### config.mk
export PLATFORM = sky130hd
export DESIGN_NAME = axi_lite_mbox
export DESIGN_NICKNAME = d
export VERILOG_FILES = /design/src/design/mbox_pkg.sv /design/src/design/mbox_fifo_if.sv /design/src/design/mbox_fifo.sv /design/src/design/mbox_reg_decode.sv /design/src/design/mbox_resp_reg.sv /design/src/design/mbox_port_ctrl.sv /design/src/design/axi_lite_mbox.sv
export SDC_FILE = /design/constraint.sdc
export NUM_CORES = 1
export LEC_CHECK = 0
export ABC_AREA = 1
export BUFFER_PORTS_ARGS = -buffer_cell sky130_fd_sc_hd__buf_2
export CAP_MARGIN = 20
export CORE_UTILIZATION = 54
export DETAILED_ROUTE_END_ITERATION = 16
export GPL_ROUTABILITY_DRIVEN = 0
export GPL_TIMING_DRIVEN = 0
export MAX_ROUTING_LAYER = met4
export PLACE_DENSITY = 0.83
export SETUP_SLACK_MARGIN = 0.4
export SKIP_CTS_REPAIR_TIMING = 1
export SKIP_LAST_GASP = 1
export SLEW_MARGIN = 20
export SYNTH_ARGS = -nofsm -noshare
export SYNTH_HDL_FRONTEND = slang
export SYNTH_SLANG_ARGS = --single-unit
### constraint.sdc
create_clock -name clk_i -period 4.2 [get_ports clk_i]
set_input_delay 0.84 -clock clk_i [delete_from_list [all_inputs] [get_ports clk_i]]
set_output_delay 0.84 -clock clk_i [all_outputs]
set_load 0.05 [all_outputs]
### src/design/mbox_pkg.sv
// Types and constants shared by the whole mailbox.
// Registers are one data word wide and word aligned, and byte strobes are not supported.
// The response codes follow the AXI4-Lite encoding. EXOKAY and DECERR are never produced.

package mbox_pkg;

  // bus widths
  localparam int unsigned ADDR_WIDTH = 16;
  localparam int unsigned DATA_WIDTH = 32;

  typedef logic [ADDR_WIDTH-1:0] addr_t;
  typedef logic [DATA_WIDTH-1:0] data_t;

  // --------------------
  // register map, index i at byte offset 4*i
  // --------------------
  localparam int unsigned NUM_REGS = 10;

  typedef enum logic [3:0] {
    MBOXW  = 4'd0,  // push word to the other side
    MBOXR  = 4'd1,  // pop word from the other side
    STATUS = 4'd2,  // fifo flags and threshold compare, read only
    ERROR  = 4'd3,  // read to clear
    WIRQT  = 4'd4,  // write usage threshold
    RIRQT  = 4'd5,  // read usage threshold
    IRQS   = 4'd6,  // sticky, write 1 to clear
    IRQEN  = 4'd7,
    IRQP   = 4'd8,  // irqs & irqen, read only
    CTRL   = 4'd9   // flush strobes, reads as 0
  } reg_e;

  // response codes
  typedef enum logic [1:0] {
    OKAY   = 2'b00,
    SLVERR = 2'b10
  } resp_e;

  // read channel payload
  typedef struct packed {
    data_t data;
    resp_e resp;
  } r_beat_t;

  // fixed read patterns
  localparam data_t MBOXW_READ_DATA = 32'hFEEDC0DE;  // MBOXW is write only
  localparam data_t EMPTY_READ_DATA = 32'hFEEDDEAD;  // MBOXR read while empty

endpackage

### src/design/mbox_fifo_if.sv
// Joins one mailbox FIFO to the port that pushes and the port that pops.
// usage is one bit wider than the count. Its top bit is the full flag.

interface mbox_fifo_if #(
  parameter int unsigned MailboxDepth = 8
);
  localparam int unsigned UsageWidth = $clog2(MailboxDepth) + 1;

  mbox_pkg::data_t         wdata;   // from writer
  logic                    push;
  logic                    wflush;
  logic                    pop;     // from reader
  logic                    rflush;
  logic                    full;    // from fifo
  logic                    empty;
  mbox_pkg::data_t         rdata;
  logic [UsageWidth-1:0]   usage;

  modport fifo   (input wdata, push, wflush, pop, rflush, output full, empty, rdata, usage);
  modport writer (output wdata, push, wflush, input full, usage);
  modport reader (output pop, rflush, input empty, rdata, usage);

endinterface

### src/design/mbox_fifo.sv
// Mailbox FIFO without fall-through. A pushed word shows up one cycle later.
// Push when full and pop when empty are ignored.
// A flush from either side clears the FIFO at the clock edge and drops a push in the same cycle.

module mbox_fifo #(
  parameter int unsigned MailboxDepth = 8
) (
  input  logic       clk_i,
  input  logic       rst_n_i,
  mbox_fifo_if.fifo  fifo_if
);
  localparam int unsigned PtrWidth = $clog2(MailboxDepth);

  typedef logic [PtrWidth-1:0] ptr_t;
  typedef logic [PtrWidth:0]   cnt_t;   // holds 0..depth

  mbox_pkg::data_t mem_q [MailboxDepth];  // payload, no reset
  ptr_t            wr_ptr_q, rd_ptr_q;
  cnt_t            count_q;
  logic            flush;
  logic            do_push, do_pop;

  // wrap at depth, which need not be a power of two
  function automatic ptr_t inc_ptr(input ptr_t ptr);
    return (ptr == ptr_t'(MailboxDepth - 1)) ? '0 : ptr + 1'b1;
  endfunction

  assign flush         = fifo_if.wflush | fifo_if.rflush;
  assign fifo_if.full  = (count_q == cnt_t'(MailboxDepth));
  assign fifo_if.empty = (count_q == '0);
  assign fifo_if.rdata = mem_q[rd_ptr_q];                       // head word
  assign fifo_if.usage = {fifo_if.full, count_q[PtrWidth-1:0]};

  assign do_push = fifo_if.push & ~fifo_if.full;
  assign do_pop  = fifo_if.pop & ~fifo_if.empty;

  always_ff @(posedge clk_i) begin
    if (do_push) begin
      mem_q[wr_ptr_q] <= fifo_if.wdata;
    end
  end

  always_ff @(posedge clk_i or negedge rst_n_i) begin
    if (!rst_n_i) begin
      wr_ptr_q <= '0;
      rd_ptr_q <= '0;
      count_q  <= '0;
    end else if (flush) begin
      wr_ptr_q <= '0;
      rd_ptr_q <= '0;
      count_q  <= '0;
    end else begin
      if (do_push) wr_ptr_q <= inc_ptr(wr_ptr_q);
      if (do_pop)  rd_ptr_q <= inc_ptr(rd_ptr_q);
      // count moves only on push xor pop
      if (do_push && !do_pop) begin
        count_q <= count_q + 1'b1;
      end else if (do_pop && !do_push) begin
        count_q <= count_q - 1'b1;
      end
    end
  end

endmodule

### src/design/mbox_reg_decode.sv
// Address decoder for one port. It gives the register index relative to BaseAddr.
// Addresses below the base wrap to large offsets and miss.
// On a miss reg_o has no meaning, and the port answers with SLVERR.

module mbox_reg_decode #(
  parameter mbox_pkg::addr_t BaseAddr = '0
) (
  input  mbox_pkg::addr_t addr_i,
  output mbox_pkg::reg_e  reg_o,
  output logic            hit_o
);
  mbox_pkg::addr_t offset;
  logic            aligned;
  logic            in_range;

  assign offset = addr_i - BaseAddr;

  // word aligned only
  assign aligned  = (offset[1:0] == 2'b00);
  // last register ends at 4*NUM_REGS
  assign in_range = (offset < mbox_pkg::addr_t'(4 * mbox_pkg::NUM_REGS));

  assign reg_o = mbox_pkg::reg_e'(offset[5:2]);  // word index
  assign hit_o = aligned & in_range;

endmodule

### src/design/mbox_resp_reg.sv
// One-entry response holding register with valid/ready on both sides.
// It takes a new entry in the same cycle as the old one is taken, so with ready
// held high one response per cycle gets through.
// The payload stays stable while out_valid is high and out_ready is low.

module mbox_resp_reg #(
  parameter type payload_t = logic
) (
  input  logic     clk_i,
  input  logic     rst_n_i,
  input  logic     in_valid_i,
  output logic     in_ready_o,
  input  payload_t in_data_i,
  output logic     out_valid_o,
  input  logic     out_ready_i,
  output payload_t out_data_o
);
  logic     valid_q;
  payload_t data_q;
  logic     load;

  // empty, or the held entry leaves this cycle
  assign in_ready_o = ~valid_q | out_ready_i;
  assign load       = in_valid_i & in_ready_o;

  always_ff @(posedge clk_i or negedge rst_n_i) begin
    if (!rst_n_i) begin
      valid_q <= 1'b0;
    end else if (load) begin
      valid_q <= 1'b1;
    end else if (out_ready_i) begin
      valid_q <= 1'b0;  // drained
    end
  end

  always_ff @(posedge clk_i) begin
    if (load) data_q <= in_data_i;
  end

  assign out_valid_o = valid_q;
  assign out_data_o  = data_q;

endmodule

### src/design/mbox_port_ctrl.sv
// Register block of one mailbox port. It holds the registers, the bus handshakes,
// the FIFO control and the interrupt.
// A write needs aw and w valid together, and all writes take the full word.
// Responses leave one cycle after the handshake, through the holding registers.
// irq_o is a registered level that follows IRQP one cycle later.

module mbox_port_ctrl #(
  parameter int unsigned     MailboxDepth = 8,
  parameter mbox_pkg::addr_t BaseAddr     = '0
) (
  input  logic            clk_i,
  input  logic            rst_n_i,
  // write address and data
  input  logic            aw_valid_i,
  input  mbox_pkg::addr_t aw_addr_i,
  output logic            aw_ready_o,
  input  logic            w_valid_i,
  input  mbox_pkg::data_t w_data_i,
  output logic            w_ready_o,
  // write response
  output logic            b_valid_o,
  output mbox_pkg::resp_e b_resp_o,
  input  logic            b_ready_i,
  // read address
  input  logic            ar_valid_i,
  input  mbox_pkg::addr_t ar_addr_i,
  output logic            ar_ready_o,
  // read data
  output logic            r_valid_o,
  output mbox_pkg::data_t r_data_o,
  output mbox_pkg::resp_e r_resp_o,
  input  logic            r_ready_i,
  output logic            irq_o,
  mbox_fifo_if.writer     wr_if,    // words to the other side
  mbox_fifo_if.reader     rd_if     // words from the other side
);
  localparam int unsigned UsageWidth = $clog2(MailboxDepth) + 1;

  typedef logic [UsageWidth-1:0] usage_t;

  mbox_pkg::reg_e    w_reg, r_reg;
  logic              w_hit, r_hit;
  logic              b_in_ready, r_in_ready;
  logic              wr_go, rd_go;            // handshake this cycle
  mbox_pkg::resp_e   b_resp;
  mbox_pkg::r_beat_t r_beat, r_out;

  logic [1:0] error_q, error_d;   // bit 0 read empty, bit 1 write full
  usage_t     wirqt_q, wirqt_d;
  usage_t     rirqt_q, rirqt_d;
  logic [2:0] irqs_q, irqs_d;     // 0 write thr, 1 read thr, 2 error
  logic [2:0] irqen_q, irqen_d;
  logic [3:0] status;
  logic [2:0] irqp;
  logic [1:0] err_set;
  usage_t     thr_wdata;

  // --------------------
  // decode
  // --------------------
  mbox_reg_decode #(.BaseAddr(BaseAddr)) w_decode_i (
    .addr_i (aw_addr_i),
    .reg_o  (w_reg),
    .hit_o  (w_hit)
  );

  mbox_reg_decode #(.BaseAddr(BaseAddr)) r_decode_i (
    .addr_i (ar_addr_i),
    .reg_o  (r_reg),
    .hit_o  (r_hit)
  );

  // handshakes, ready only toward a pending request
  assign wr_go      = aw_valid_i & w_valid_i & b_in_ready;
  assign rd_go      = ar_valid_i & r_in_ready;
  assign aw_ready_o = wr_go;
  assign w_ready_o  = wr_go;   // aw and w taken together
  assign ar_ready_o = rd_go;

  assign status = {rd_if.usage > rirqt_q,
                   wr_if.usage > wirqt_q,
                   wr_if.full,
                   rd_if.empty};
  assign irqp   = irqs_q & irqen_q;

  assign wr_if.wdata = w_data_i;
  // threshold clamped to depth-1 so a full fifo still triggers
  assign thr_wdata = (w_data_i >= mbox_pkg::data_t'(MailboxDepth)) ?
                     usage_t'(MailboxDepth - 1) : w_data_i[UsageWidth-1:0];

  // --------------------
  // execute
  // --------------------
  always_comb begin
    r_beat       = '{data: '0, resp: mbox_pkg::SLVERR};  // unmapped default
    b_resp       = mbox_pkg::SLVERR;
    error_d      = error_q;
    wirqt_d      = wirqt_q;
    rirqt_d      = rirqt_q;
    irqs_d       = irqs_q;
    irqen_d      = irqen_q;
    err_set      = 2'b00;
    wr_if.push   = 1'b0;
    wr_if.wflush = 1'b0;
    rd_if.pop    = 1'b0;
    rd_if.rflush = 1'b0;

    // read side
    if (r_hit) begin
      r_beat.resp = mbox_pkg::OKAY;
      unique case (r_reg)
        mbox_pkg::MBOXW:  r_beat.data = mbox_pkg::MBOXW_READ_DATA;
        mbox_pkg::MBOXR: begin
          if (!rd_if.empty) begin
            r_beat.data = rd_if.rdata;
            rd_if.pop   = rd_go;
          end else begin
            r_beat = '{data: mbox_pkg::EMPTY_READ_DATA, resp: mbox_pkg::SLVERR};
            err_set[0] = rd_go;
          end
        end
        mbox_pkg::STATUS: r_beat.data = mbox_pkg::data_t'(status);
        mbox_pkg::ERROR: begin
          r_beat.data = mbox_pkg::data_t'(error_q);
          if (rd_go) error_d = 2'b00;    // read to clear
        end
        mbox_pkg::WIRQT:  r_beat.data = mbox_pkg::data_t'(wirqt_q);
        mbox_pkg::RIRQT:  r_beat.data = mbox_pkg::data_t'(rirqt_q);
        mbox_pkg::IRQS:   r_beat.data = mbox_pkg::data_t'(irqs_q);
        mbox_pkg::IRQEN:  r_beat.data = mbox_pkg::data_t'(irqen_q);
        mbox_pkg::IRQP:   r_beat.data = mbox_pkg::data_t'(irqp);
        default: ;                       // CTRL reads 0
      endcase
    end

    // write side
    if (w_hit) begin
      b_resp = mbox_pkg::OKAY;
      unique case (w_reg)
        mbox_pkg::MBOXW: begin
          if (!wr_if.full) begin
            wr_if.push = wr_go;
          end else begin
            b_resp     = mbox_pkg::SLVERR;
            err_set[1] = wr_go;
          end
        end
        mbox_pkg::WIRQT: if (wr_go) wirqt_d = thr_wdata;
        mbox_pkg::RIRQT: if (wr_go) rirqt_d = thr_wdata;
        mbox_pkg::IRQS:  if (wr_go) irqs_d = irqs_q & ~w_data_i[2:0];  // w1c
        mbox_pkg::IRQEN: if (wr_go) irqen_d = w_data_i[2:0];
        mbox_pkg::CTRL: begin
          wr_if.wflush = wr_go & w_data_i[0];  // one cycle strobes
          rd_if.rflush = wr_go & w_data_i[1];
        end
        default: ;                       // read only, OKAY and no effect
      endcase
    end

    // sets come after clears so a new event wins
    error_d   = error_d | err_set;
    irqs_d[0] = irqs_d[0] | status[2];
    irqs_d[1] = irqs_d[1] | status[3];
    irqs_d[2] = irqs_d[2] | (|err_set);
  end

  always_ff @(posedge clk_i or negedge rst_n_i) begin
    if (!rst_n_i) begin
      error_q <= '0;
      wirqt_q <= '0;
      rirqt_q <= '0;
      irqs_q  <= '0;
      irqen_q <= '0;
      irq_o   <= 1'b0;
    end else begin
      error_q <= error_d;
      wirqt_q <= wirqt_d;
      rirqt_q <= rirqt_d;
      irqs_q  <= irqs_d;
      irqen_q <= irqen_d;
      irq_o   <= |irqp;   // level, active high
    end
  end

  // --------------------
  // result
  // --------------------
  mbox_resp_reg #(.payload_t(mbox_pkg::resp_e)) b_resp_reg_i (
    .clk_i       (clk_i),
    .rst_n_i     (rst_n_i),
    .in_valid_i  (aw_valid_i & w_valid_i),
    .in_ready_o  (b_in_ready),
    .in_data_i   (b_resp),
    .out_valid_o (b_valid_o),
    .out_ready_i (b_ready_i),
    .out_data_o  (b_resp_o)
  );

  mbox_resp_reg #(.payload_t(mbox_pkg::r_beat_t)) r_resp_reg_i (
    .clk_i       (clk_i),
    .rst_n_i     (rst_n_i),
    .in_valid_i  (ar_valid_i),
    .in_ready_o  (r_in_ready),
    .in_data_i   (r_beat),
    .out_valid_o (r_valid_o),
    .out_ready_i (r_ready_i),
    .out_data_o  (r_out)
  );

  assign r_data_o = r_out.data;
  assign r_resp_o = r_out.resp;

endmodule

### src/design/axi_lite_mbox.sv
// Two-port AXI4-Lite mailbox top level. Index 0 and 1 of every channel array select the port.
// Each port pushes into its own FIFO and pops from the FIFO that the other port fills.
// The port base addresses are fixed by parameters, and the two register windows must not overlap.

module axi_lite_mbox #(
  parameter int unsigned     MailboxDepth = 8,
  parameter mbox_pkg::addr_t Port0Base    = 16'h1000,
  parameter mbox_pkg::addr_t Port1Base    = 16'h2000
) (
  input  logic                  clk_i,
  input  logic                  rst_n_i,
  input  logic            [1:0] aw_valid_i,
  input  mbox_pkg::addr_t [1:0] aw_addr_i,
  output logic            [1:0] aw_ready_o,
  input  logic            [1:0] w_valid_i,
  input  mbox_pkg::data_t [1:0] w_data_i,
  output logic            [1:0] w_ready_o,
  output logic            [1:0] b_valid_o,
  output mbox_pkg::resp_e [1:0] b_resp_o,
  input  logic            [1:0] b_ready_i,
  input  logic            [1:0] ar_valid_i,
  input  mbox_pkg::addr_t [1:0] ar_addr_i,
  output logic            [1:0] ar_ready_o,
  output logic            [1:0] r_valid_o,
  output mbox_pkg::data_t [1:0] r_data_o,
  output mbox_pkg::resp_e [1:0] r_resp_o,
  input  logic            [1:0] r_ready_i,
  output logic            [1:0] irq_o
);

  // --------------------
  // fifos, one per direction
  // --------------------
  mbox_fifo_if #(.MailboxDepth(MailboxDepth)) mbox_0to1_if ();
  mbox_fifo_if #(.MailboxDepth(MailboxDepth)) mbox_1to0_if ();

  mbox_fifo #(.MailboxDepth(MailboxDepth)) mbox_0to1_i (
    .clk_i   (clk_i),
    .rst_n_i (rst_n_i),
    .fifo_if (mbox_0to1_if)
  );

  mbox_fifo #(.MailboxDepth(MailboxDepth)) mbox_1to0_i (
    .clk_i   (clk_i),
    .rst_n_i (rst_n_i),
    .fifo_if (mbox_1to0_if)
  );

  // --------------------
  // ports, crossed over
  // --------------------
  mbox_port_ctrl #(
    .MailboxDepth (MailboxDepth),
    .BaseAddr     (Port0Base)
  ) port_0_i (
    .clk_i      (clk_i),
    .rst_n_i    (rst_n_i),
    .aw_valid_i (aw_valid_i[0]),
    .aw_addr_i  (aw_addr_i[0]),
    .aw_ready_o (aw_ready_o[0]),
    .w_valid_i  (w_valid_i[0]),
    .w_data_i   (w_data_i[0]),
    .w_ready_o  (w_ready_o[0]),
    .b_valid_o  (b_valid_o[0]),
    .b_resp_o   (b_resp_o[0]),
    .b_ready_i  (b_ready_i[0]),
    .ar_valid_i (ar_valid_i[0]),
    .ar_addr_i  (ar_addr_i[0]),
    .ar_ready_o (ar_ready_o[0]),
    .r_valid_o  (r_valid_o[0]),
    .r_data_o   (r_data_o[0]),
    .r_resp_o   (r_resp_o[0]),
    .r_ready_i  (r_ready_i[0]),
    .irq_o      (irq_o[0]),
    .wr_if      (mbox_0to1_if),   // push toward port 1
    .rd_if      (mbox_1to0_if)    // pop what port 1 sent
  );

  mbox_port_ctrl #(
    .MailboxDepth (MailboxDepth),
    .BaseAddr     (Port1Base)
  ) port_1_i (
    .clk_i      (clk_i),
    .rst_n_i    (rst_n_i),
    .aw_valid_i (aw_valid_i[1]),
    .aw_addr_i  (aw_addr_i[1]),
    .aw_ready_o (aw_ready_o[1]),
    .w_valid_i  (w_valid_i[1]),
    .w_data_i   (w_data_i[1]),
    .w_ready_o  (w_ready_o[1]),
    .b_valid_o  (b_valid_o[1]),
    .b_resp_o   (b_resp_o[1]),
    .b_ready_i  (b_ready_i[1]),
    .ar_valid_i (ar_valid_i[1]),
    .ar_addr_i  (ar_addr_i[1]),
    .ar_ready_o (ar_ready_o[1]),
    .r_valid_o  (r_valid_o[1]),
    .r_data_o   (r_data_o[1]),
    .r_resp_o   (r_resp_o[1]),
    .r_ready_i  (r_ready_i[1]),
    .irq_o      (irq_o[1]),
    .wr_if      (mbox_1to0_if),
    .rd_if      (mbox_0to1_if)
  );

endmodule

==> qor.txt <==
Ports - 224
IO buf count - 215
Unrepaired setup endpoints after global routing - false
FMAX - 315 MHz
Most frequent cells in the layout - nand2_1 (643), edfxtp_1 (580), nand3_1 (372)
Top cell type's share of synthesized area - 0.628
Critical path arrival - 2330 ps
Syn. warnings - 0
Worst Setup Start Kind - flip-flop
First-pass GRT wire length - 118 mm
Net Switching - 2.76 mW
Core Area - 50,400 µm²
Die X - 229 µm
Worst Reg-to-Reg Cells - 8
Post-synth EDFFs - 580
Number of fill cells - 3,496
ANT nets after route - 0
Clk_lat worst skew - 650 ps
Clock sinks - 638
Die area - 52,300 µm²
Slew HR - 0.410
CTS tree - done
Die Span Y - 229 µm
Layout net count - 3,017
Commonest non-fill, non-tap cell in the layout - nand2_1
CTS Buffer Depth - 3
Number of global-route vias before repair - 21,500
Final Cycle Share - 0.755
Worst setup path category - reg2out
Status - complete, no violations
#FFs+latches synth - 638
Sum Neg Setup Slack - 0 ps
Gr ovfl total - 0
Switch share - 0.216
Hpwl dp - 53.0 mm
Cell Area, Synth - 27,700 µm²
Initial antenna violation count - 11
Clock Skews - 38.8 ps
Core Rows - 82
CTS Buf Count - 61
CP Capture Type - output pin
Area growth syn-to-layout - 16.3%
Post-layout min period - 3170 ps
Worst VDD drop - 0.408 mV
Mapped Cells - 2,523
Final wirelength - 78.9 mm
Leak - 12.5 nW
P per Cell Area - 397 nW/µm²
Clock Pin Slew Worst Setup and Hold Paths - 60 ps
Cell taking the most area after synthesis - edfxtp_1
Yosys cell types - 47
Root Driver - clkbuf_16
Via Count - 21,600
DRT iter0 DRCs - 3,142
Ys async rst share - 0.0909
Non-filler cells, final - 3,570
WL per Instance - 22.1 µm
Comb pwr share - 0.038
Max-Cap Viols - 0
Hold Fails Final Rpt - 0
Finish-stage setup viols - 0
Dominant cells by area after synthesis - edfxtp_1 (63%), nand2_1 (8.7%), nand3_1 (6.7%)
Clock Power Share - 0.418
Total Power - 12.8 mW
CP max FO - 24
Area occupied by multi-input gates - 7770 µm²
Worst min path class - in2async
DRC errors left - 0
Post-synthesis sequential area ratio - 0.680
Htree depth - 2
WP data required - 3360 ps
Total area of sequential cells - 18,900 µm²
Slew Viols, Final - 0
TritonRoute pass-1 iters - 8
Internal cell power - 10.0 mW
Top_reg_cell synth - edfxtp_1
Initial Utilization - 0.551
Syn avg cell area - 11.0 µm²
Sequential share of power - 0.543
Vias/cell - 6.06
Dpl cells - 3,452
Worst-margin pin slew - 880 ps
Share of layout cells above drive strength 1 - 0.183
GRT Util Overall - 0.305
Largest net degree at the start of global routing - 59
[kinds of logic after synthesis]
family,count (synthesis),share of synthesized area
buffers and inverters,267,0.0449
xor gates and xnor gates,8,0.00253
AOI/OAI and AO/OA,206,0.0419
adders and majority gates,34,0.0159
DFF,638,0.680
other,1,0.000135
and+or+nand+nor,1369,0.215
[routing by layer]
layer | GRT usage | part of all wire
met5 | - | 0
met4 | 0.147 | 0.047
met3 | 0.0651 | 0.12
met2 | 0.496 | 0.49
met1 | 0.362 | 0.34
[critical path, stage by stage (launching register included)]
cell,delay [ps]
dfrtp_1,420
a21oi_4,650
buf_16,250
buf_4,130
buf_2,260
[metrics by stage]
| stage | hold WS (ps) | utilization | instance area (µm²) | setup WS, ps |
|---|---|---|---|---|
| 5_1_grt | 330 | 0.640 | 32300 | 972 |
| 3_3_place_gp | 460 | 0.589 | 29700 | -2340 |
| 4_1_cts | 288 | 0.640 | 32200 | 1020 |
| 3_5_place_dp | 465 | 0.602 | 30300 | 556 |
| 2_1_floorplan | 442 | - | 27800 | -96.5 |
| 6_report | 276 | 0.640 | 32300 | 1030 |
[power by group through the flow]
stage,Sequential (mW),Clock [mW],Combinational (mW)
5_1_grt,6.96,5.57,0.515
4_1_cts,6.96,5.34,0.480
3_5_place_dp,7.09,0,0.477
2_1_floorplan,7.19,0,0.151
3_3_place_gp,7.09,0,0.449
6_report,6.96,5.36,0.487
[synthesized netlist by cell type, types with 19 or more instances]
| cell | n |
|---|---|
| a21oi_1 | 59 |
| buf_2 | 64 |
| buf_4 | 36 |
| clkbuf_1 | 21 |
| dfrtp_1 | 58 |
| edfxtp_1 | 580 |
| ha_1 | 32 |
| inv_1 | 120 |
| nand2_1 | 643 |
| nand3_1 | 372 |
| nand4_1 | 33 |
| nor2_1 | 252 |
| nor3_1 | 19 |
| o21ai_0 | 89 |
| o22ai_1 | 20 |
[state kept, by name, summed over array words and instances, names as in the netlist, 4 cells and up]
register,count
mbox_0to1_i.mem_q,256
mbox_1to0_i.mem_q,256
port_0_i.r_resp_reg_i.out_data_o,33
port_1_i.r_resp_reg_i.out_data_o,33
mbox_0to1_i.count_q,4
mbox_1to0_i.count_q,4
port_0_i.rirqt_q,4
port_0_i.wirqt_q,4
port_1_i.rirqt_q,4
port_1_i.wirqt_q,4
[final timing paths]
check / start / to / slack, ps
max: port_0_i.r_resp_reg_i.out_valid_o / ar_ready_o[0] / 1030
min: rst_n_i / port_1_i.error_q[0] / 280
max reg2reg: mbox_0to1_i.count_q[1] / mbox_0to1_i.mem_q[5][26] / 1150
min reg2reg: port_1_i.error_q[0] / port_1_i.error_q[0] / 480
max in group asynchronous: rst_n_i / port_0_i.b_resp_reg_i.out_valid_o / 3380
min in group clk_i: w_valid_i[0] / port_0_i.b_resp_reg_i.out_valid_o / 440
[area by class of cell]
| class | count | share of cell area |
|---|---|---|
| Sequential cell | 638 | 0.585 |
| Multi-Input combinational cell | 1621 | 0.241 |
| Timing Repair Buffer | 254 | 0.0493 |
| Clock buffer | 75 | 0.0490 |
| Tap cell | 672 | 0.0261 |
| Buffer | 133 | 0.0228 |
| Inverter | 134 | 0.0157 |
| Clock inverter | 31 | 0.0102 |
| Antenna cell | 12 | 0.000931 |
Power figures use the tool's default switching activity.
